$ cat src/verilog/cpuPkg.sv
`default_nettype none

package cpuPkg;

    // ----------------------------------------------------------------------
    // widths
    // ----------------------------------------------------------------------
    localparam int DATA_W     = 32;
    localparam int REG_ADDR_W = 5;

    // ----------------------------------------------------------------------
    // encodings
    // ----------------------------------------------------------------------
    typedef enum logic [5:0] {
        OP_RTYPE = 6'h00,
        OP_ADDI  = 6'h08,
        OP_LW    = 6'h23,
        OP_SW    = 6'h2B,
        OP_HALT  = 6'h3F
    } opcodeE;

    typedef enum logic [5:0] {
        FN_ADD = 6'h20,
        FN_SUB = 6'h22,
        FN_AND = 6'h24,
        FN_OR  = 6'h25,
        FN_SLT = 6'h2A
    } functE;

    typedef enum logic [2:0] {
        ALU_ADD,
        ALU_SUB,
        ALU_AND,
        ALU_OR,
        ALU_SLT
    } aluOpE;

    // operand source seen by execute
    typedef enum logic [1:0] {
        FWD_REG,
        FWD_EXMEM,
        FWD_MEMWB
    } fwdSelE;

    typedef enum logic [1:0] {
        LOAD,
        RUN,
        DRAIN,
        HALTED
    } runStateE;

    // ----------------------------------------------------------------------
    // pipeline registers
    // ----------------------------------------------------------------------
    typedef struct packed {
        logic              valid;
        logic [DATA_W-1:0] instr;
    } ifIdS;

    typedef struct packed {
        logic                  valid;
        logic                  regWrite;
        logic                  memRead;
        logic                  memWrite;
        logic                  useImm;
        logic                  halt;
        aluOpE                 aluOp;
        logic [REG_ADDR_W-1:0] rs;
        logic [REG_ADDR_W-1:0] rt;
        logic [REG_ADDR_W-1:0] dest;
        logic [DATA_W-1:0]     rsData;
        logic [DATA_W-1:0]     rtData;
        logic [DATA_W-1:0]     imm;    // already sign extended
    } idExS;

    typedef struct packed {
        logic                  valid;
        logic                  regWrite;
        logic                  memRead;
        logic                  memWrite;
        logic                  halt;
        logic [REG_ADDR_W-1:0] dest;
        logic [DATA_W-1:0]     result;
        logic [DATA_W-1:0]     storeData;
    } exMemS;

    typedef struct packed {
        logic                  valid;
        logic                  regWrite;
        logic                  memRead;
        logic                  halt;
        logic [REG_ADDR_W-1:0] dest;
        logic [DATA_W-1:0]     result;
        logic [DATA_W-1:0]     loadData;
    } memWbS;

    // register write report, also the write-back bus into decode
    typedef struct packed {
        logic                  valid;
        logic [REG_ADDR_W-1:0] addr;
        logic [DATA_W-1:0]     data;
    } wbPortS;

endpackage

`default_nettype wire

$ cat src/verilog/executeStage.sv
`timescale 1ns/1ps
`default_nettype none

module executeStage import cpuPkg::*; (
    input  logic   clk,
    input  logic   i_rst,
    input  idExS   i_idEx,
    input  wbPortS i_wb,
    output exMemS  o_exMem
);

    fwdSelE            fwdA;
    fwdSelE            fwdB;
    logic [DATA_W-1:0] opA;
    logic [DATA_W-1:0] opBReg;  // forwarded rt, also the store data
    logic [DATA_W-1:0] opB;
    logic [DATA_W-1:0] aluResult;
    exMemS             exMem;

    // nearest older producer wins, r0 never forwarded
    function automatic fwdSelE pickFwd(input logic [REG_ADDR_W-1:0] src,
                                       input exMemS older,
                                       input wbPortS wb);
        if (older.valid && older.regWrite && older.dest != '0 && older.dest == src) begin
            return FWD_EXMEM;
        end else if (wb.valid && wb.addr == src) begin
            return FWD_MEMWB;
        end
        return FWD_REG;
    endfunction

    function automatic logic [DATA_W-1:0] selOperand(input fwdSelE sel,
                                                     input logic [DATA_W-1:0] regVal,
                                                     input logic [DATA_W-1:0] exMemVal,
                                                     input logic [DATA_W-1:0] wbVal);
        case (sel)
            FWD_EXMEM: return exMemVal;
            FWD_MEMWB: return wbVal;
            default:   return regVal;
        endcase
    endfunction

    // ----------------------------------------------------------------------
    // forwarding and ALU
    // ----------------------------------------------------------------------
    assign fwdA   = pickFwd(i_idEx.rs, exMem, i_wb);
    assign fwdB   = pickFwd(i_idEx.rt, exMem, i_wb);
    assign opA    = selOperand(fwdA, i_idEx.rsData, exMem.result, i_wb.data);
    assign opBReg = selOperand(fwdB, i_idEx.rtData, exMem.result, i_wb.data);
    assign opB    = i_idEx.useImm ? i_idEx.imm : opBReg;

    always_comb begin
        case (i_idEx.aluOp)
            ALU_ADD: aluResult = opA + opB;
            ALU_SUB: aluResult = opA - opB;
            ALU_AND: aluResult = opA & opB;
            ALU_OR:  aluResult = opA | opB;
            ALU_SLT: aluResult = {{(DATA_W-1){1'b0}}, $signed(opA) < $signed(opB)};
            default: aluResult = opA + opB;
        endcase
    end

    always_ff @(posedge clk) begin
        if (i_rst) begin
            exMem.valid <= 1'b0;
        end else begin
            exMem.valid     <= i_idEx.valid;
            exMem.regWrite  <= i_idEx.regWrite;
            exMem.memRead   <= i_idEx.memRead;
            exMem.memWrite  <= i_idEx.memWrite;
            exMem.halt      <= i_idEx.halt;
            exMem.dest      <= i_idEx.dest;
            exMem.result    <= aluResult;
            exMem.storeData <= opBReg;
        end
    end

    assign o_exMem = exMem;

endmodule

`default_nettype wire

$ cat config.mk
export PLATFORM = sky130hd
export DESIGN_NAME = executeStage
export DESIGN_NICKNAME = d
export VERILOG_FILES = /design/src/verilog/cpuPkg.sv /design/src/verilog/executeStage.sv
export SDC_FILE = /design/constraint.sdc
export NUM_CORES = 1
export LEC_CHECK = 0
export BUFFER_PORTS_ARGS = -buffer_cell sky130_fd_sc_hd__clkbuf_2
export CAP_MARGIN = 5
export CORE_MARGIN = 1.5
export CORE_UTILIZATION = 40
export DETAILED_ROUTE_END_ITERATION = 7
export SLEW_MARGIN = 20
export SYNTH_ARGS = -nofsm -noshare
export SYNTH_HDL_FRONTEND = slang
export SYNTH_SLANG_ARGS = --single-unit
$ cat constraint.sdc
create_clock -name clk -period 6.7 [get_ports clk]
set_input_delay 0 -clock clk [delete_from_list [all_inputs] [get_ports clk]]
set_output_delay 0 -clock clk [all_outputs]
set_load 0.005 [all_outputs]
# Yosys cells after proc, flatten, opt, wreduce, memory -nomap -nowiden
# Cells that the tools add are included.
# op_classes
shifts,0
n_bitwise,2
order_cmp,1
reduce_logical,7
n_mul,0
muxes,14
eq_ne,12
addsub,2
div_mod_pow,0
# op_table
op,n
one-hot mux 32 bit (2 select lines),2
one-hot mux 32 bit (4 select lines),1
adder 32 bit,1
AND 32 bit,1
< comparator 32 bit,1
2-to-1 mux 32 bit,1
OR 32 bit,1
subtractor 32 bit,1
== test 5 bit,4
2-to-1 mux 2 bit,6
"== test 3 x 2 -> 1 bit, second input constant",2
logical AND 1 bit,6
nonzero test 5 bit,1
"== test 2 x 1 -> 1 bit, second input constant",2
"== test 2 bit, second input constant",2
2-to-1 mux 1 bit,4
"== test 3 x 1 -> 1 bit, second input constant",1
"== test 3 bit, second input constant",1
# totals
ramBits,0
wordCells,46
inputBits,160
regBits,74
mem_count,0
latch_bits,0
rom_bits,0

# Logic depth before layout (Yosys ltp)
# Gate-level depths: netlist (run 1).
# logic_depth
ltp_word,10
ltp_mapped,20
mapped_depth_nobuf,18

# Worst setup path after synthesis (run 1)
# No wires, ideal clock.
# synth_path
path_type,register to register
from,register exMem (netlist bit o_exMem[64])
to,register exMem (netlist bit o_exMem[58]) (data pin)
t_required_ps,6428
setup_slack_ps,1930
arrival_time_ps,4499
path_stages_with_launch,18
path_cell_list,edfxtp_1 > or3_1 > o311a_1 > nand4_1 > clkbuf_1 > a21oi_1 > mux2_2 > ha_1 > fa_1 > o21bai_1 > nand3_1 > a211oi_1 > a211oi_1 > or4_1 > o2111ai_1 > nand2_1 > a211oi_1 > o221ai_1
# synth_between
elab_chain_cells,10
elab_cells_between_ends,24
classes_between,add/sub (2); eq/ne (6); mux (10); bitwise (2); reduce/logical (4)
# synth_rtl
item,line,source
start: declaration,executeStage.sv:18,exMemS exMem;
nonzero test 5 bit,executeStage.sv:24,if (older.valid && older.regWrite && older.dest != '0 && older.dest == src) begin
logical AND 1 bit,executeStage.sv:24,
logical AND 1 bit *,executeStage.sv:24,
2-to-1 mux 2 bit / 2-to-1 mux 1 bit (equally long branches),executeStage.sv:24,
2-to-1 mux 2 bit *,executeStage.sv:29,return FWD_REG;
== test 2 bit / == test 2 x 1 -> 1 bit (equally long branches),executeStage.sv:36,case (sel)
one-hot mux 32 bit (2 select lines) *,executeStage.sv:36,
net opBReg[0],executeStage.sv:15,logic [DATA_W-1:0] opBReg;
2-to-1 mux 32 bit *,executeStage.sv:50,assign opB = i_idEx.useImm ? i_idEx.imm : opBReg;
adder 32 bit / subtractor 32 bit (equally long branches),"executeStage.sv:54, executeStage.sv:59, executeStage.sv:55",
one-hot mux 32 bit (4 select lines) *,executeStage.sv:53,case (i_idEx.aluOp)
net aluResult[26],executeStage.sv:17,logic [DATA_W-1:0] aluResult;
# Mark *: on every way through the listed nets, which the timed path passes. The rest lies on a longest branch.
# A chain may end at the register's enable or synchronous reset.

# Worst setup path after layout (run 1)
# layout_path
from,register exMem (netlist bit o_exMem[64])
to,register exMem (netlist bit o_exMem[60]) (data pin)
# The elaborated chain is that of the path after synthesis.

==> flow_summary.yaml, run 1 <==
drt:
  drt_wl_total_um: 29700
  drc: 0
  via_count: 9007
  route.top_layer_used: "met4"
  wl_met2_um: 13300
  ant_nets: 0
  firstDrtPassIters: 5
  met1_length_um: 13500
  routed_via_density: 5.68
  first_iter_violations: 746
  wl_met3_um: 2310
  wl_per_cell_um: 18.7
synth:
  synth_cells: 1096
  ys_top_cells_by_area: "edfxtp_1 25%, ha_1 13%, mux2i_1 7.4%"
  synth_seq_cells: 74
  synth.distinct_cells: 69
  syn_nets: 1354
  avgSynthCellArea_um2: 8.13
  synth_edf_count: 73
  synth_ff_type: "edfxtp_1"
  synth-xor-area-share_pct: 2.65
  synth-simple-area-share_pct: 14.3
  synth_fa_ha_area_share_pct: 13.9
  async_reset_ff_share_pct: 0
  synth_top_family_by_area: "compound AO/OA/AOI/OAI gates"
  synth_compound_area_share_pct: 25.9
  netlist.area_leader.share_pct: 24.6
  yosys.area.top_type: "edfxtp_1"
  ys_seq_area_share_pct: 24.8
  syn_area_um2: 8910
  muxShareOfSynthArea_pct: 11.3
  ys_warn_count: 0
pwr:
  power_density_nw_per_um2: 186
  seqPwrFrac_pct: 30.4
  switching_power_mw: 0.742
  power.leakage_nw: 4.87
  combinationalPowerShare_pct: 39.9
  ir_drop_uv: 120
  power.internal_mw: 1.26
  p_clk_share_pct: 29.6
  power_switching_share_pct: 37.0
grt:
  grt_max_degree: 74
  antenna_found_initial: 1
  grt_pass1_vias: 8474
  grt_pass1_wl_um: 46400
  track_usage_pct: 25.0
  grt_overflow_total: 0
clocking:
  cts_tree: "yes"
  hold_buffers: 11
  clk_pin_slew_worst_paths_ns: 0.08
  cts_made_buffers: 9
  insertion_delay_ns: 0.36
  cts.sink_count: 74
  htree_levels: 3
  ctsResizeCount: 0
  post_cts.repair.setup_buffers: 0
  cts_buffer_depth: 2
  root_buffer: "clkbuf_16"
place:
  routabilityCongestion: 0.950
  io_buffers: 233
  preCtsSetupSlack_ns: 1.29
  dp_hpwl_um: 22500
finish:
  largest_reg_flops: 74
  area_growth_pct: 20.9
  drive_gt1_share_pct: 23.6
  nets: 1558
  final_util_pct: 49.4
timing:
  fmaxAchievable_ghz: 0.182
  max-slew-margin-rel_pct: 29.7
  hold_viol: 0
  finalCritPeriodShare_pct: 82.2
  finClkSkew_ns: 0.0158
  tightest_slew_ns: 1.05
  setup_ws_ns: 1.19
  setup_violations: 0
  report.final.slew_viol_count: 0
  tns_ns: 0
  min_period_ns: 5.51
  rsz0062_at_grt: "false"
die:
  dieArea_um2: 23200
  initial_core_util_pct: 40.8
  chipHeight_um: 152
  core_um2: 21800
  die_x_um: 152
  boundaryPins: 234
  rows: 54
setup_path:
  start_kind: "flip-flop"
  end_kind: "flip-flop"
  required_ns: 6.78
  worst-path-max-fanout: 40
  r2r_cells: 17
  crit_type: "flip-flop to flip-flop"
  cp.arrival_ns: 5.59
status:
  outcome: "finished, final reports clean"
hold_path:
  hold_class: "input pin to flip-flop"
  holdPathStages: 3
job:
  max_cap_viol_count: 0
==> metal layers <==
metal  track usage [%]  vias up
li1                  -     4391
met1              35.0     4141
met2              39.4      421
met3              4.21       54
met4              7.17        0
met5                 0        -
==> final cells by class <==
type / count / area (um^2)
antenna: 1 / 2.50
clock buffer: 9 / 225
clock inverter: 7 / 116
fill: 2124 / 11000
inverter: 103 / 388
multi-input combinational: 857 / 6130
sequential: 74 / 2210
tap: 280 / 350
timing repair buffer: 255 / 1360
==> layout by cell type (no fill, tap or decap), types with 7 or more instances in the layout <==
cell type        n
clkbuf_2       233
nor2b_1          9
nand2b_1        14
edfxtp_1        73
nor3_1          13
a221oi_1        14
mux2i_1         66
inv_1          102
o21ai_0         42
o21bai_1        11
nand2_1         60
nor2_1         134
a221o_1          7
o221ai_1        14
xnor2_1         10
dlygate4sd3_1   11
a211oi_1        10
nand4_1          7
xor2_1          15
a21o_1          14
a21oi_1        131
clkbuf_16        9
ha_1            96
o211ai_1        15
o22ai_1         12
buf_4           11
a31oi_1          8
o21a_1          10
mux2_2          31
nor4_1           9
nand3_1         15
==> cells in the mapped netlist (15+ instances only) <==
cell type	count
ha_1	96
xor2_1	16
mux2i_1	66
edfxtp_1	73
mux2_2	31
inv_1	103
o21ai_0	42
clkbuf_1	51
a21oi_1	131
nand3_1	15
nand2_1	60
nor2_1	134
o211ai_1	15
==> power groups by stage <==
stage / clock (mW) / sequential [mW] / combinational, mW
floorplan: 0 / 0.616 / 0.519
global placement: 0 / 0.620 / 0.778
detailed placement: 0 / 0.620 / 0.779
CTS: 0.601 / 0.611 / 0.791
global route: 0.618 / 0.617 / 0.885
finish: 0.595 / 0.610 / 0.801
==> worst paths after layout <==
kind	slack, ns	start	endpoint
setup / recovery	1.19	o_exMem[64]	o_exMem[60]
hold / removal	0.07	i_idEx[43]	o_exMem[11]
setup reg to reg	1.19	o_exMem[64]	o_exMem[60]
hold reg to reg	0.70	o_exMem[35]	o_exMem[3]
==> logic make-up after synthesis <==
logic type / count (synthesis)
flops: 74
compound gates: 351
simple gates: 284
xor+xnor: 27
buf+inv: 165
fa+ha+maj: 98
mux: 97
==> critical path, stage by stage, from the launching register on <==
cell and delay, ns:
edfxtp_1 0.45, or3_1 0.40, o311a_1 0.31, nand4_1 0.10, buf_4 0.39, a21oi_1 0.13
mux2_2 0.31, ha_1 0.24, fa_1 0.47, o21bai_1 0.20, nand3_1 0.16, a211oi_1 0.49
a211oi_1 0.24, a31oi_1 0.57, a21oi_1 0.25, o21ai_0 0.26, xor2_1 0.17, o21ai_0 0.08
==> stage by stage <==
step	cell area [um^2]	hold WS, ns	total power [mW]	instances
detailed placement	10300	0.179	1.40	1558
global placement	10300	0.178	1.40	1558
CTS	10800	0.0429	2.00	1585
finish	10800	0.0663	2.01	1586
floorplan	8910	0.0716	1.14	1096
global route	10800	0.0900	2.12	1586
(Power assumes the default switching activity.)
==> run 2, diff against run 1 <==
--- a/config.mk
+++ b/config.mk
@@ -10,6 +10,7 @@
 export CORE_MARGIN = 1.5
 export CORE_UTILIZATION = 40
 export DETAILED_ROUTE_END_ITERATION = 7
+export PLACE_DENSITY = 0.66
 export SLEW_MARGIN = 20
 export SYNTH_ARGS = -nofsm -noshare
 export SYNTH_HDL_FRONTEND = slang
==> constraint.sdc (replaced) <==
create_clock -name clk -period 4.5 [get_ports clk]
set_input_delay 0 -clock clk [delete_from_list [all_inputs] [get_ports clk]]
set_output_delay 0 -clock clk [all_outputs]
set_load 0.005 [all_outputs]
==> run 2 against run 1 <==
  * The run now ends with negative setup slack left
  * Die area stayed put
  * Core utilization up 8.1 points
  * Final area rose by 16%
  * Largest cell class unchanged
  * Sequential share of layout area shrank 2.9 points
  * Clock-buffer cell count unchanged
  * First-iteration DRC count increased by 24%
  * Final cell count is 8.8% higher
  * Hold slack lost 0.0090 ns
  * Clock power up 38%
  * Sequential power rose by 49%
  * Register-to-register slack got worse by 1.2 ns
  * Wire length rose by 11%
==> flow_summary.yaml, run 2 (synthesized netlist as in run 1, its figures left out) <==
drt:
  drc: 0
  drt_wl_total_um: 33000
  firstDrtPassIters: 5
  first_iter_violations: 925
  wl_per_cell_um: 19.1
  routed_via_density: 5.64
  ant_nets: 0
  via_count: 9735
timing:
  finalCritPeriodShare_pct: 100
  hold_viol: 0
  fmaxAchievable_ghz: 0.221
  rsz0062_at_grt: "true"
  max-slew-margin-rel_pct: 41.8
  finClkSkew_ns: 0.0125
  min_period_ns: 4.52
  tightest_slew_ns: 0.873
  report.final.slew_viol_count: 0
  setup_ws_ns: -0.0179
  setup_violations: 1
  tns_ns: -0.0179
grt:
  grt_overflow_total: 0
  grt_pass1_vias: 9255
  grt_pass1_wl_um: 50400
  track_usage_pct: 27.2
  antenna_found_initial: 0
  grt_max_degree: 39
place:
  place_inst: 1681
  routabilityCongestion: 0.942
  io_buffers: 233
  post_dp_cell_area_um2: 11300
  dp_hpwl_um: 25300
setup_path:
  regToRegSetupSlack_ns: -0.02
  start_kind: "flip-flop"
  cp.arrival_ns: 4.63
  crit_type: "flip-flop to flip-flop"
  startpoint: "o_exMem[64]"
  cp-endpoint: "o_exMem[59]"
  worst-path-max-fanout: 10
  r2r_cells: 20
  rr_endpoint: "o_exMem[59]"
  end_kind: "flip-flop"
  required_ns: 4.61
  rr_startpoint: "o_exMem[64]"
status:
  outcome: "complete, but fails checks"
  violations: "negative setup slack"
die:
  dieArea_um2: 23200
  die_x_um: 152
  initial_core_util_pct: 40.8
  boundaryPins: 234
  rows: 54
  chipHeight_um: 152
  core_um2: 21800
clocking:
  root_buffer: "clkbuf_16"
  cts_buffer_depth: 2
  insertion_delay_ns: 0.36
  cts_tree: "yes"
  cts_made_buffers: 9
  cts.sink_count: 74
  clk_pin_slew_worst_paths_ns: 0.07
  htree_levels: 3
hold_path:
  hold_class: "input pin to flip-flop"
pwr:
  ir_drop_uv: 155
  power.leakage_nw: 5.69
  power_density_nw_per_um2: 262
  finalPower_mw: 3.29
finish:
  final_cells: 1725
  post-route-cell-area_um2: 12500
  drive_gt1_share_pct: 37.5
  area_growth_pct: 40.7
  largest_reg_flops: 74
  final_cell_mix: "233 x clkbuf_2, 139 x buf_4, 132 x nor2_1, 105 x a21oi_1, 100 x inv_1"
  nets: 1698
  layout_commonest_cell: "clkbuf_2"
  antenna_cells_inserted: 0
job:
  max_cap_viol_count: 0
run 2: changes by cell type in the layout (fill, tap and decap cells not counted), moves of 12 or more:
| cell | delta |
|---|---|
| buf_4 | +128 |
| a21oi_1 | -26 |
| a21oi_2 | +24 |
| ha_1 | -16 |
| ha_4 | +12 |
run 2: cell type report:
| class | instances | area [um^2] |
|---|---|---|
| tap | 280 | 350 |
| sequential | 74 | 2210 |
| timing repair buffer | 395 | 2500 |
| clock inverter | 7 | 92.6 |
| inverter | 103 | 388 |
| clock buffer | 9 | 225 |
| multi-input combinational | 857 | 6770 |
| fill | 2011 | 9280 |
run 2: what timing repair did:
action,in CTS,in global routing
buffers inserted,2,14
pin swaps,7,21
resized for setup,22,111
endpoints found under the hold margin,10,0
hold buffers,11,0
cloned,0,1
endpoints found under the setup margin,15,22
run 2: through the flow:
step	hold WS, ns	utilization [%]	worst slack, ns
after global routing	0.0793	57.5	-0.213
after floorplan	0.0716	-	0.0172
after CTS	0.0486	54.4	-0.00546
after global placement	0.177	51.8	-0.455
final	0.0573	57.5	-0.0179
after detailed placement	0.179	51.8	-0.468
run 2: worst min-delay path by stage:
stage | cells after the start | from | to
floorplan | 1 | i_rst | o_exMem[73]
global placement | 1 | i_idEx[99] | o_exMem[67]
detailed placement | 1 | i_idEx[114] | o_exMem[69]
CTS | 3 | i_idEx[40] | o_exMem[8]
global route | 3 | i_idEx[40] | o_exMem[8]
finish | 3 | i_idEx[40] | o_exMem[8]
run 2: power breakdown:
| group | internal [mW] | switching, mW |
|---|---|---|
| registers | 0.856 | 0.0536 |
| logic | 0.707 | 0.853 |
| clock network | 0.485 | 0.333 |
run 2: worst max-delay path, stage by stage (launching register included):
cell and delay [ns]:
edfxtp_1 0.38, or3_4 0.39, o311a_1 0.31, nand4_1 0.16
buf_6 0.18, buf_12 0.15, buf_4 0.15, a21oi_1 0.10
mux2_4 0.31, ha_4 0.30, buf_4 0.12, buf_4 0.15
nand3_2 0.12, nor4_4 0.28, buf_4 0.16, a2111o_1 0.12
o211ai_1 0.15, buf_4 0.20, nand2_1 0.06, o211ai_1 0.11
a221o_1 0.36
run 2: routing by layer:
metal  share of wire (%)  global-route usage, %  up-vias
li1                    -                      -     4689
met2                  44                   42.5      493
met3                 8.1                   3.95       45
met4                 2.1                   8.83        0
met1                  45                   38.4     4508
met5                   0                      0        -
