**config.mk**
```make
export PLATFORM = sky130hd
export DESIGN_NAME = runControl
export DESIGN_NICKNAME = d
export VERILOG_FILES = /design/src/verilog/cpuPkg.sv /design/src/verilog/runControl.sv
export SDC_FILE = /design/constraint.sdc
export NUM_CORES = 1
export LEC_CHECK = 0
export ABC_AREA = 1
export BUFFER_PORTS_ARGS = -buffer_cell sky130_fd_sc_hd__buf_4
export CORE_AREA = 2 2 39 41
export DETAILED_ROUTE_END_ITERATION = 16
export DIE_AREA = 0 0 41 43
export PLACE_DENSITY_LB_ADDON = 0.2
export SLEW_MARGIN = 20
export SYNTH_ARGS = -nofsm -noshare
export SYNTH_HDL_FRONTEND = slang
export SYNTH_SLANG_ARGS = --single-unit
export TNS_END_PERCENT = 1
```
**constraint.sdc**
```tcl
create_clock -name clk -period 0.8 [get_ports clk]
set_input_delay 0.08 -clock clk [delete_from_list [all_inputs] [get_ports clk]]
set_output_delay 0.08 -clock clk [all_outputs]
set_load 0.02 [all_outputs]
```
**src/verilog/cpuPkg.sv**
```systemverilog
`default_nettype none

package cpuPkg;

    // ----------------------------------------------------------------------
    // widths
    // ----------------------------------------------------------------------
    localparam int DATA_W     = 32;
    localparam int REG_ADDR_W = 5;

    // ----------------------------------------------------------------------
    // encodings
    // ----------------------------------------------------------------------
    typedef enum logic [5:0] {
        OP_RTYPE = 6'h00,
        OP_ADDI  = 6'h08,
        OP_LW    = 6'h23,
        OP_SW    = 6'h2B,
        OP_HALT  = 6'h3F
    } opcodeE;

    typedef enum logic [5:0] {
        FN_ADD = 6'h20,
        FN_SUB = 6'h22,
        FN_AND = 6'h24,
        FN_OR  = 6'h25,
        FN_SLT = 6'h2A
    } functE;

    typedef enum logic [2:0] {
        ALU_ADD,
        ALU_SUB,
        ALU_AND,
        ALU_OR,
        ALU_SLT
    } aluOpE;

    // operand source seen by execute
    typedef enum logic [1:0] {
        FWD_REG,
        FWD_EXMEM,
        FWD_MEMWB
    } fwdSelE;

    typedef enum logic [1:0] {
        LOAD,
        RUN,
        DRAIN,
        HALTED
    } runStateE;

    // ----------------------------------------------------------------------
    // pipeline registers
    // ----------------------------------------------------------------------
    typedef struct packed {
        logic              valid;
        logic [DATA_W-1:0] instr;
    } ifIdS;

    typedef struct packed {
        logic                  valid;
        logic                  regWrite;
        logic                  memRead;
        logic                  memWrite;
        logic                  useImm;
        logic                  halt;
        aluOpE                 aluOp;
        logic [REG_ADDR_W-1:0] rs;
        logic [REG_ADDR_W-1:0] rt;
        logic [REG_ADDR_W-1:0] dest;
        logic [DATA_W-1:0]     rsData;
        logic [DATA_W-1:0]     rtData;
        logic [DATA_W-1:0]     imm;    // already sign extended
    } idExS;

    typedef struct packed {
        logic                  valid;
        logic                  regWrite;
        logic                  memRead;
        logic                  memWrite;
        logic                  halt;
        logic [REG_ADDR_W-1:0] dest;
        logic [DATA_W-1:0]     result;
        logic [DATA_W-1:0]     storeData;
    } exMemS;

    typedef struct packed {
        logic                  valid;
        logic                  regWrite;
        logic                  memRead;
        logic                  halt;
        logic [REG_ADDR_W-1:0] dest;
        logic [DATA_W-1:0]     result;
        logic [DATA_W-1:0]     loadData;
    } memWbS;

    // register write report, also the write-back bus into decode
    typedef struct packed {
        logic                  valid;
        logic [REG_ADDR_W-1:0] addr;
        logic [DATA_W-1:0]     data;
    } wbPortS;

endpackage

`default_nettype wire

```
**src/verilog/runControl.sv**
```systemverilog
`timescale 1ns/1ps
`default_nettype none

module runControl import cpuPkg::*; (
    input  logic clk,
    input  logic i_rst,
    input  logic i_start,
    input  logic i_haltSeen,
    input  logic i_haltRetired,
    output logic o_loadEn,
    output logic o_fetchEn,
    output logic o_halted
);

    runStateE state;
    runStateE nextState;

    always_comb begin
        nextState = state;
        case (state)
            LOAD:    if (i_start) nextState = RUN;
            RUN:     if (i_haltSeen) nextState = DRAIN;
            DRAIN:   if (i_haltRetired) nextState = HALTED;
            HALTED:  nextState = HALTED;    // left only through reset
            default: nextState = LOAD;
        endcase
    end

    always_ff @(posedge clk) begin
        if (i_rst) begin
            state <= LOAD;
        end else begin
            state <= nextState;
        end
    end

    assign o_loadEn  = (state == LOAD);
    // fetch stops in the same cycle the halt shows up in decode
    assign o_fetchEn = (state == RUN) && !i_haltSeen;
    assign o_halted  = (state == HALTED);

endmodule

`default_nettype wire
```
-- Word-level counts from Yosys, hierarchy flattened
Cells that the tools add are included.
- flip-flop bits (word level): 2
- bits of input ports: 5
- equal/unequal tests: 6
- multiplexer cells: 4
- reductions and logical operators: 4
- operator list (kind ; number):
    case mux 2 bit (4 select lines) ; 1
    two-way mux 2 bit ; 3
    != test 2 bit, second input constant ; 3
    equality test 2 bit, second input constant ; 2
    AND reduction 3 bit ; 1
    equality test 2 x 1 -> 1 bit, second input constant ; 1
    logical NOT 2 bit ; 1
    logical AND 1 bit ; 1
    logical NOT 1 bit ; 1

-- Longest topological paths before layout
Gate-level depths: netlist of run 1.
- word-level depth: 3
- gate-level depth with buffers: 4
- depth with buffers taken out: 4

-- Least setup slack after synthesis of run 1
Ideal clock, no wire load.
- kind: flip-flop to output port
- start: register state[0]
- end: output o_fetchEn
- arrival time: 889 ps
- data required time: 720 ps
- slack: -169 ps
- stages on the path, launching flop included: 3
- buffers on the path: 0
- cells stage by stage: dfxtp_1 inv_1 nor3_1
- word-level cells in the longest chain between the ends: 2
- ends and longest elaborated chain (what ; RTL line ; text):
    start, declared ; runControl.sv:15 ; runStateE state;
    start signal, assigned ; runControl.sv:33 ; state <= nextState;
    equality test 2 x 1 -> 1 bit ; runControl.sv:39 ; assign o_fetchEn = (state == RUN) && !i_haltSeen;
    logical AND 1 bit ; runControl.sv:39 ;
    end, declared ; runControl.sv:11 ; output logic o_fetchEn,
No other way between the ends.

-- Worst setup path in the final report of run 1
Same ends and word-level chain as after synthesis.

==> flow_summary_export.csv, run 1 <==
group,metric,value,unit
floorplan,die_w,41,um
synth,synthCells,19,
timing,hold_violations,0,
critical_path,path_buf_inv,2,
synth,synth_nets,24,
synth,ys_seq_area_share,35.6,%
drt,drc,0,
timing,drv_slew,0,
drt,wl,345,um
global_routing,gr-total-overflow,0,
synth,synth_area_leaders,"dfxtp_1, inv_1, nand2_1",
clock_tree,max-clock-path-buffers,2,
final_layout,nFillCells,162,
final_layout,drive_above_1_share,56.7,%
global_routing,antenna_found_initial,0,
drt,via_per_inst,3.04,
power,power_switching,0.128,mW
drt,drt_iter0_drc,2,
clock_tree,cts.sink_count,2,
placed_design,port_buffers,7,
global_routing,grt_use_total,4.71,%
clock_tree,clkTransAtPathRegs,0.04,ns
drt,vias,140,
drt,dr.pass1.iters,2,
job,drv_cap,0,
floorplan,core,1380,um^2
critical_path,cp-start-kind,"register",
final_layout,stdcell_area,223,um^2
final_layout,largest_register_ffs,2,
floorplan,row_count,14,
timing,period_minus_slack,0.963,ns
power,powerDensity,2040,nW/um^2
floorplan,die-area,1760,um^2
clock_tree,cts_tree,"done",
synth,synthFlopType,"dfxtp_1",
power,seqPwrFrac,27.5,%
final_layout,n_antenna_cell,0,
power,comb_power_share,21.9,%
final_layout,final_nets,37,
clock_tree,cts_max_level,1,
timing,fmax,1.04,GHz
floorplan,die_height,43,um
critical_path,critPathTopFamily,"flip-flops",
critical_path,crit_path_max_incr_delay,0.35,ns
global_routing,grt_pass1_wl,455,um
global_routing,grt_max_degree,7,
timing,layout_worst_path_cycle_share,120,%
critical_path,end_kind,"output port",
final_layout,syn2layout_area_growth,97.8,%
outcome,violations,"negative setup slack",
clock_tree,insertion_delay,0.23,ns
critical_path,slowest_stage,"dfxtp_2",
placed_design,pre_cts_slack,-0.000573,ns
timing,setup_viol,3,
power,total_power,0.455,mW
outcome,outcome,"complete, but fails checks",
synth,ys_types,9,
timing,skew,0.0117,ns
min_path,hp-class,"in2reg",
final_layout,top_register,"state",
timing,worst_pin_slew,0.123,ns
timing,setup_slack,-0.163,ns
placed_design,dp_hpwl,232,um
power,pwr-share-clk,50.6,%
floorplan,io_pins,8,
timing,max_slew_margin,91.8,%
drt,wl_per_cell,7.50,um
power,netSwitchingFraction,28.0,%
critical_path,required,0.72,ns
critical_path,crit_chain,"inv_2 > nor3_2 > buf_4",
critical_path,crit_arrival,0.88,ns
critical_path,crit_fanout,4,
synth,async_flop_share,0,%
synth,postSynthAreaPerCell,5.93,um^2
placed_design,placed_area,190,um^2
drt,met3WireLength,66,um
floorplan,initial_utilization,8.14,%
placed_design,routabilityCongestion,0.504,
drt,final_antenna_net_count,0,
drt,wl_met2,138,um
timing,holdWs,0.0235,ns
power,leakagePower,0.124,nW
global_routing,grt_pass1_vias,121,
drt,drt-met1-wl,140,um
synth,synth_area_leader_cell,"dfxtp_1",
synth,synth_common_cells,"inv_1, nand2_1, dfxtp_1, nor2_1",
critical_path,criticalPathCategory,"reg2out",
timing,rsz0062_at_grt,"true",
clock_tree,root_buffer,"clkbuf_4",
power,p_int,0.328,mW
final_layout,reg.largest.list,"state x2",
final_layout,final_util,16.1,%
clock_tree,cts_made_buffers,3,
synth,netlist_area,113,um^2
synth,ys_seq_elements,2,
power,peakVddDrop,0.598,mV
synth,synth_edf_count,0,
drt,routed.top_layer,"met3",
synth,synth_top_cell_area_share,35.6,%
synth,yosysWarnings,0,
-- path summary, 6_finish.rpt --
check / from / endpoint / slack, ns / depth (start not counted)
max reg2reg: state[0]$_SDFFE_PP0P_ / state[0]$_SDFFE_PP0P_ / 0.02 / 4
min reg2reg: state[0]$_SDFFE_PP0P_ / state[0]$_SDFFE_PP0P_ / 0.50 / 2
min: i_rst / state[1]$_SDFFE_PP0P_ / 0.02 / 2
max: state[0]$_SDFFE_PP0P_ / o_fetchEn / -0.16 / 3
-- metal layers --
layer | vias to the layer above | global-route usage, %
met4 | 0 | 4.00
met3 | 0 | 6.81
met2 | 9 | 5.00
met5 | - | 0
li1 | 78 | -
met1 | 53 | 3.85
-- kinds of logic (layout without fill, tap and decap cells) --
logic type	Yosys count	in the layout	synth area share [%]
AO/OA/AOI/OAI	2	2	12.2
buffers and inverters	6	17	20.0
AND/OR/NAND/NOR	9	9	32.2
flip-flops	2	2	35.6
-- timing repair --
action | 4_1_cts | 5_1_grt
hold buffers | 0 | 0
endpoints found under the setup margin | 3 | 4
buffers inserted | 1 | 0
gates resized for setup | 3 | 0
-- area by class of cell --
class / count / area [um^2] / area share [%]
sequential: 2 / 42.5 / 19.1
timing repair buffer: 8 / 60.1 / 27.0
inverter: 6 / 22.5 / 10.1
multi-input combinational: 11 / 55.1 / 24.7
clock buffer: 3 / 22.5 / 10.1
tap: 16 / 20.0 / 8.99
-- power by group through the flow --
stage / Sequential, mW / Clock (mW) / Combinational (mW)
detailed placement: 0.124 / 0 / 0.0905
finish: 0.125 / 0.231 / 0.0997
global route: 0.126 / 0.258 / 0.108
global placement: 0.124 / 0 / 0.0902
CTS: 0.124 / 0.237 / 0.0996
floorplan: 0.122 / 0 / 0.0498
-- layout by cell type (no fill, tap or decap), drive strengths merged --
cell type	Yosys	layout
a21oi	2	2
buf	0	8
clkbuf	0	3
dfxtp	2	2
inv	6	6
nand2	5	5
nand3	1	1
nor2	2	2
nor3	1	1
-- metrics by stage --
step,std cells,setup TNS (ns)
3_3_place_gp,42,-0.00376
2_1_floorplan,19,0
5_1_grt,46,-0.502
3_5_place_dp,42,-0.000573
6_report,46,-0.371
4_1_cts,46,-0.394
No activity file was read; power rests on OpenSTA's default activity.
==> run 2, diff against run 1 <==
- BUFFER_PORTS_ARGS: -buffer_cell sky130_fd_sc_hd__buf_4 -> unset
- DONT_BUFFER_PORTS: unset -> 1
- RECOVER_POWER: unset -> 25
==> flow_summary_export.csv, run 2 (synthesis results as in run 1) <==
group,metric,value,unit
final_layout,top_register,"state",
clock_tree,cts.sink_count,2,
critical_path,startpoint,"state[1]$_SDFFE_PP0P_",
critical_path,r2r_slack,-0.04,ns
timing,drv_slew,0,
critical_path,crit_chain,"nor3_2 > buf_4",
power,netSwitchingFraction,25.1,%
timing,skew,0.00193,ns
critical_path,required,0.72,ns
final_layout,n_antenna_cell,0,
job,drv_cap,0,
critical_path,end_kind,"output port",
power,seqPwrFrac,25.7,%
floorplan,initial_utilization,8.14,%
placed_design,port_buffers,0,
critical_path,timing.rr.end,"state[0]$_SDFFE_PP0P_",
floorplan,core,1380,um^2
clock_tree,cts_made_buffers,3,
critical_path,crit_end,"o_fetchEn",
placed_design,routabilityCongestion,0.453,
drt,drt_iter0_drc,0,
clock_tree,insertion_delay,0.22,ns
outcome,outcome,"complete, but fails checks",
global_routing,antenna_found_initial,0,
drt,drc,0,
final_layout,final_nets,37,
critical_path,cp-start-kind,"register",
drt,met3WireLength,46,um
placed_design,placed_area,160,um^2
final_layout,final_common_cell,"nand2_1",
critical_path,critPathTopFamily,"flip-flops",
timing,period_minus_slack,0.984,ns
power,leakagePower,0.130,nW
timing,hold_violations,0,
critical_path,slowest_stage,"dfxtp_4",
power,comb_power_share,29.2,%
timing,setup_viol,5,
floorplan,row_count,14,
floorplan,io_pins,8,
final_layout,reg.largest.list,"state x2",
drt,vias,156,
power,pwr-share-clk,45.1,%
drt,routed.top_layer,"met4",
power,power_switching,0.119,mW
power,total_power,0.474,mW
critical_path,crit_path_max_incr_delay,0.35,ns
final_layout,final_cell_mix,"nand2_1, inv_1, buf_4, clkbuf_4",
clock_tree,root_buffer,"clkbuf_4",
final_layout,largest_register_ffs,2,
floorplan,die-area,1760,um^2
critical_path,worstReg2RegStart,"state[0]$_SDFFE_PP0P_",
min_path,hp-class,"in2reg",
timing,rsz0062_at_grt,"true",
drt,wl,343,um
floorplan,die_height,43,um
drt,wl_per_cell,7.46,um
min_path,holdCritStartpoint,"i_rst",
global_routing,grt_max_degree,7,
global_routing,grt_pass1_wl,565,um
critical_path,path_buf_inv,1,
power,peakVddDrop,0.563,mV
drt,wl_met2,155,um
timing,max_slew_margin,91.6,%
outcome,violations,"negative setup slack",
clock_tree,max-clock-path-buffers,2,
power,p_int,0.356,mW
timing,fmax,1.02,GHz
drt,final_antenna_net_count,0,
critical_path,reg2regPathDepth,5,
final_layout,drive_above_1_share,56.7,%
clock_tree,clkTransAtPathRegs,0.03,ns
clock_tree,cts_max_level,1,
floorplan,die_w,41,um
drt,via_per_inst,3.39,
drt,dr.pass1.iters,1,
drt,drt-met1-wl,133,um
critical_path,cp.depth,2,
timing,setup_slack,-0.184,ns
final_layout,syn2layout_area_growth,127,%
final_layout,stdcell_area,255,um^2
global_routing,grt_pass1_vias,160,
final_layout,nFillCells,161,
timing,layout_worst_path_cycle_share,123,%
global_routing,gr-total-overflow,0,
critical_path,crit_arrival,0.90,ns
critical_path,criticalPathCategory,"reg2out",
timing,worst_pin_slew,0.126,ns
global_routing,grt_use_total,5.41,%
critical_path,crit_fanout,5,
power,powerDensity,1860,nW/um^2
clock_tree,cts_tree,"done",
## run 2: changes by cell type in the layout (fill, tap and decap cells not counted)
cell / before / now
dfxtp_4: 0 / 1
nor2_4: 0 / 1
dfxtp_2: 2 / 1
buf_4: 8 / 4
buf_6: 0 / 2
buf_12: 0 / 1
dlygate4sd3_1: 0 / 1
nor2_1: 2 / 1
## run 2: routing by layer
| metal | global-route usage (%) | vias up |
|---|---|---|
| li1 | - | 79 |
| met1 | 5.41 | 68 |
| met2 | 5.94 | 7 |
| met3 | 3.14 | 2 |
| met4 | 8.00 | 0 |
| met5 | 0 | - |
## run 2: tightest hold or removal path, stage by stage
cell,delay [ns]
inv_1,0.02
nand2_1,0.06
a21oi_2,0.03
## run 2: power by group through the flow
| stage | Combinational (mW) | Sequential (mW) | Clock, mW |
|---|---|---|---|
| floorplan | 0.0498 | 0.122 | 0 |
| global placement | 0.0780 | 0.124 | 0 |
| detailed placement | 0.0781 | 0.125 | 0 |
| CTS | 0.105 | 0.122 | 0.226 |
| global route | 0.155 | 0.124 | 0.245 |
| finish | 0.139 | 0.122 | 0.214 |
## run 2: worst min-delay path by stage
stage          slack, ns                    end  cells past startpoint
2_1_floorplan       0.15  state[1]$_SDFFE_PP0P_                      1
3_3_place_gp        0.16  state[1]$_SDFFE_PP0P_                      1
3_5_place_dp        0.16  state[1]$_SDFFE_PP0P_                      1
4_1_cts             0.01  state[0]$_SDFFE_PP0P_                      3
5_1_grt             0.03  state[0]$_SDFFE_PP0P_                      3
6_report            0.02  state[0]$_SDFFE_PP0P_                      3
## run 2: per-stage QoR
step	hold WS [ns]	setup WS [ns]	utilization (%)	std cells	setup TNS, ns
global placement	0.158	0.0185	11.6	38	0
CTS	0.0135	-0.198	15.4	44	-0.596
detailed placement	0.159	-0.0212	11.6	38	-0.0212
global route	0.0284	-0.220	18.4	46	-0.803
floorplan	0.152	0.0000316	-	19	0
finish	0.0195	-0.184	18.4	46	-0.498
## run 2: repair_timing
action,CTS,global route
hold buffers,1,0
endpoints found under the hold margin,1,0
pin swaps,1,1
resized for setup,4,4
endpoints found under the setup margin,3,5
buffers inserted,2,2
## run 2: final cells by class
type / instances / area, um^2 / share of cell area (%)
Tap cell: 16 / 20.0 / 7.84
Clock buffer: 3 / 22.5 / 8.82
Multi-Input combinational cell: 11 / 62.6 / 24.5
Timing Repair Buffer: 8 / 82.6 / 32.4
Sequential cell: 2 / 45.0 / 17.6
Inverter: 6 / 22.5 / 8.82
==> run 3, diff against run 2 <==
- PLACE_DENSITY: unset -> 0.3
- PLACE_DENSITY_LB_ADDON: 0.2 -> unset
==> flow_summary_export.csv, run 3 (synthesis results as in run 1) <==
group,metric,value,unit
timing,setup_slack,-0.174,ns
outcome,violations,"negative setup slack",
timing,fmax,1.03,GHz
critical_path,crit_fanout,3,
timing,skew,0.00652,ns
drt,wl,328,um
floorplan,die_w,41,um
clock_tree,cts_tree,"done",
global_routing,antenna_found_initial,0,
drt,final_antenna_net_count,0,
critical_path,crit_arrival,0.89,ns
final_layout,final_util,16.5,%
timing,layout_worst_path_cycle_share,122,%
timing,max_slew_margin,91.6,%
final_layout,top_register,"state",
final_layout,final_cell_mix,"nand2_1, buf_4, inv_2, inv_1, clkbuf_4",
final_layout,final_common_cell,"nand2_1",
drt,via_per_inst,3.18,
floorplan,row_count,14,
global_routing,grt_use_total,5.51,%
power,powerDensity,2050,nW/um^2
power,total_power,0.468,mW
power,comb_power_share,25.1,%
floorplan,core,1380,um^2
min_path,hp-class,"in2reg",
power,netSwitchingFraction,27.7,%
timing,worst_pin_slew,0.125,ns
final_layout,largest_register_ffs,2,
floorplan,die-area,1760,um^2
power,peakVddDrop,0.540,mV
global_routing,grt_pass1_wl,545,um
power,pwr-share-clk,48.5,%
final_layout,drive_above_1_share,60.7,%
placed_design,routabilityCongestion,0.441,
min_path,hold_depth,2,
clock_tree,clkTransAtPathRegs,0.03,ns
outcome,outcome,"complete, but fails checks",
clock_tree,cts_made_buffers,3,
critical_path,cp-start-kind,"register",
min_path,holdCritStartpoint,"i_haltSeen",
floorplan,io_pins,8,
critical_path,reg2regPathDepth,5,
power,power_switching,0.130,mW
floorplan,die_height,43,um
timing,setup_viol,5,
power,leakagePower,0.113,nW
clock_tree,max-clock-path-buffers,2,
global_routing,grt_max_degree,7,
critical_path,r2r_slack,-0.08,ns
timing,rsz0062_at_grt,"true",
timing,hold_violations,0,
power,seqPwrFrac,26.4,%
job,drv_cap,0,
critical_path,required,0.72,ns
global_routing,grt_pass1_vias,151,
clock_tree,insertion_delay,0.23,ns
final_layout,reg.largest.list,"state x2",
drt,dr.pass1.iters,1,
critical_path,criticalPathCategory,"reg2out",
drt,vias,140,
clock_tree,cts_max_level,1,
final_layout,n_antenna_cell,0,
drt,wl_per_cell,7.45,um
critical_path,end_kind,"output port",
floorplan,initial_utilization,8.14,%
clock_tree,root_buffer,"clkbuf_4",
placed_design,port_buffers,0,
final_layout,syn2layout_area_growth,102,%
timing,drv_slew,0,
drt,drt_iter0_drc,0,
min_path,holdPathEnd,"state[1]$_SDFFE_PP0P_",
critical_path,timing.rr.end,"state[0]$_SDFFE_PP0P_",
timing,period_minus_slack,0.974,ns
drt,drc,0,
clock_tree,cts.sink_count,2,
critical_path,worstReg2RegStart,"state[0]$_SDFFE_PP0P_",
power,p_int,0.338,mW
global_routing,gr-total-overflow,0,
final_layout,final_nets,35,
run 3: cell type report:
cell class	instances	area, um^2
timing repair buffer	6	51.3
tap	16	20.0
inverter	6	22.5
clock buffer	3	22.5
sequential	2	45.0
fill	157	1160
multi-input combinational	11	66.3
run 3: metrics by stage:
step / std cells / area [um^2] / TNS, ns / worst slack [ns] / hold WS (ns)
floorplan: 19 / 118 / 0 / 0.0000316 / 0.152
global placement: 38 / 160 / 0 / 0.0164 / 0.158
detailed placement: 38 / 160 / -0.00374 / -0.00374 / 0.164
CTS: 44 / 210 / -0.629 / -0.208 / 0.0249
global route: 44 / 228 / -0.830 / -0.214 / 0.00586
finish: 44 / 228 / -0.616 / -0.174 / 0.0112
run 3: worst max-delay path by stage:
stage | cells past startpoint | from | slack (ns) | end
after global routing | 3 | state[0]$_SDFFE_PP0P_ | -0.21 | o_fetchEn
after detailed placement | 3 | state[0]$_SDFFE_PP0P_ | -0.004 | o_fetchEn
after floorplan | 2 | state[0]$_SDFFE_PP0P_ | 0.00003 | o_fetchEn
after global placement | 3 | state[0]$_SDFFE_PP0P_ | 0.02 | o_fetchEn
final | 3 | state[0]$_SDFFE_PP0P_ | -0.17 | o_loadEn
after CTS | 3 | state[0]$_SDFFE_PP0P_ | -0.21 | o_fetchEn
run 3: repair_timing:
| action | in CTS | in global routing |
|---|---|---|
| hold buffers | 1 | 0 |
| pin swaps | 1 | 1 |
| endpoints found under the setup margin | 3 | 5 |
| hold endpoints to repair | 2 | 0 |
| buffers inserted | 2 | 0 |
| resized for setup | 3 | 6 |
run 3: power by group through the flow:
stage / sequential (mW) / combinational (mW) / clock, mW
2_1_floorplan: 0.122 / 0.0498 / 0
6_report: 0.124 / 0.117 / 0.227
3_5_place_dp: 0.124 / 0.0780 / 0
4_1_cts: 0.121 / 0.103 / 0.248
5_1_grt: 0.126 / 0.128 / 0.259
3_3_place_gp: 0.123 / 0.0774 / 0
run 3: worst max-delay path, stage by stage, from the launching register on:
cell	delay [ns]
dfxtp_2	0.31
buf_4	0.14
nor2_4	0.09
buf_6	0.11
run 3: layer usage:
metal | up-vias | wire length (um) | part of all wire, % | GRT usage [%]
met5 | - | 0 | 0 | 0
met4 | 0 | 0 | 0 | 6.00
met3 | 0 | 39 | 12 | 6.28
met2 | 6 | 154 | 47 | 6.88
met1 | 60 | 134 | 41 | 3.82
li1 | 74 | - | - | -
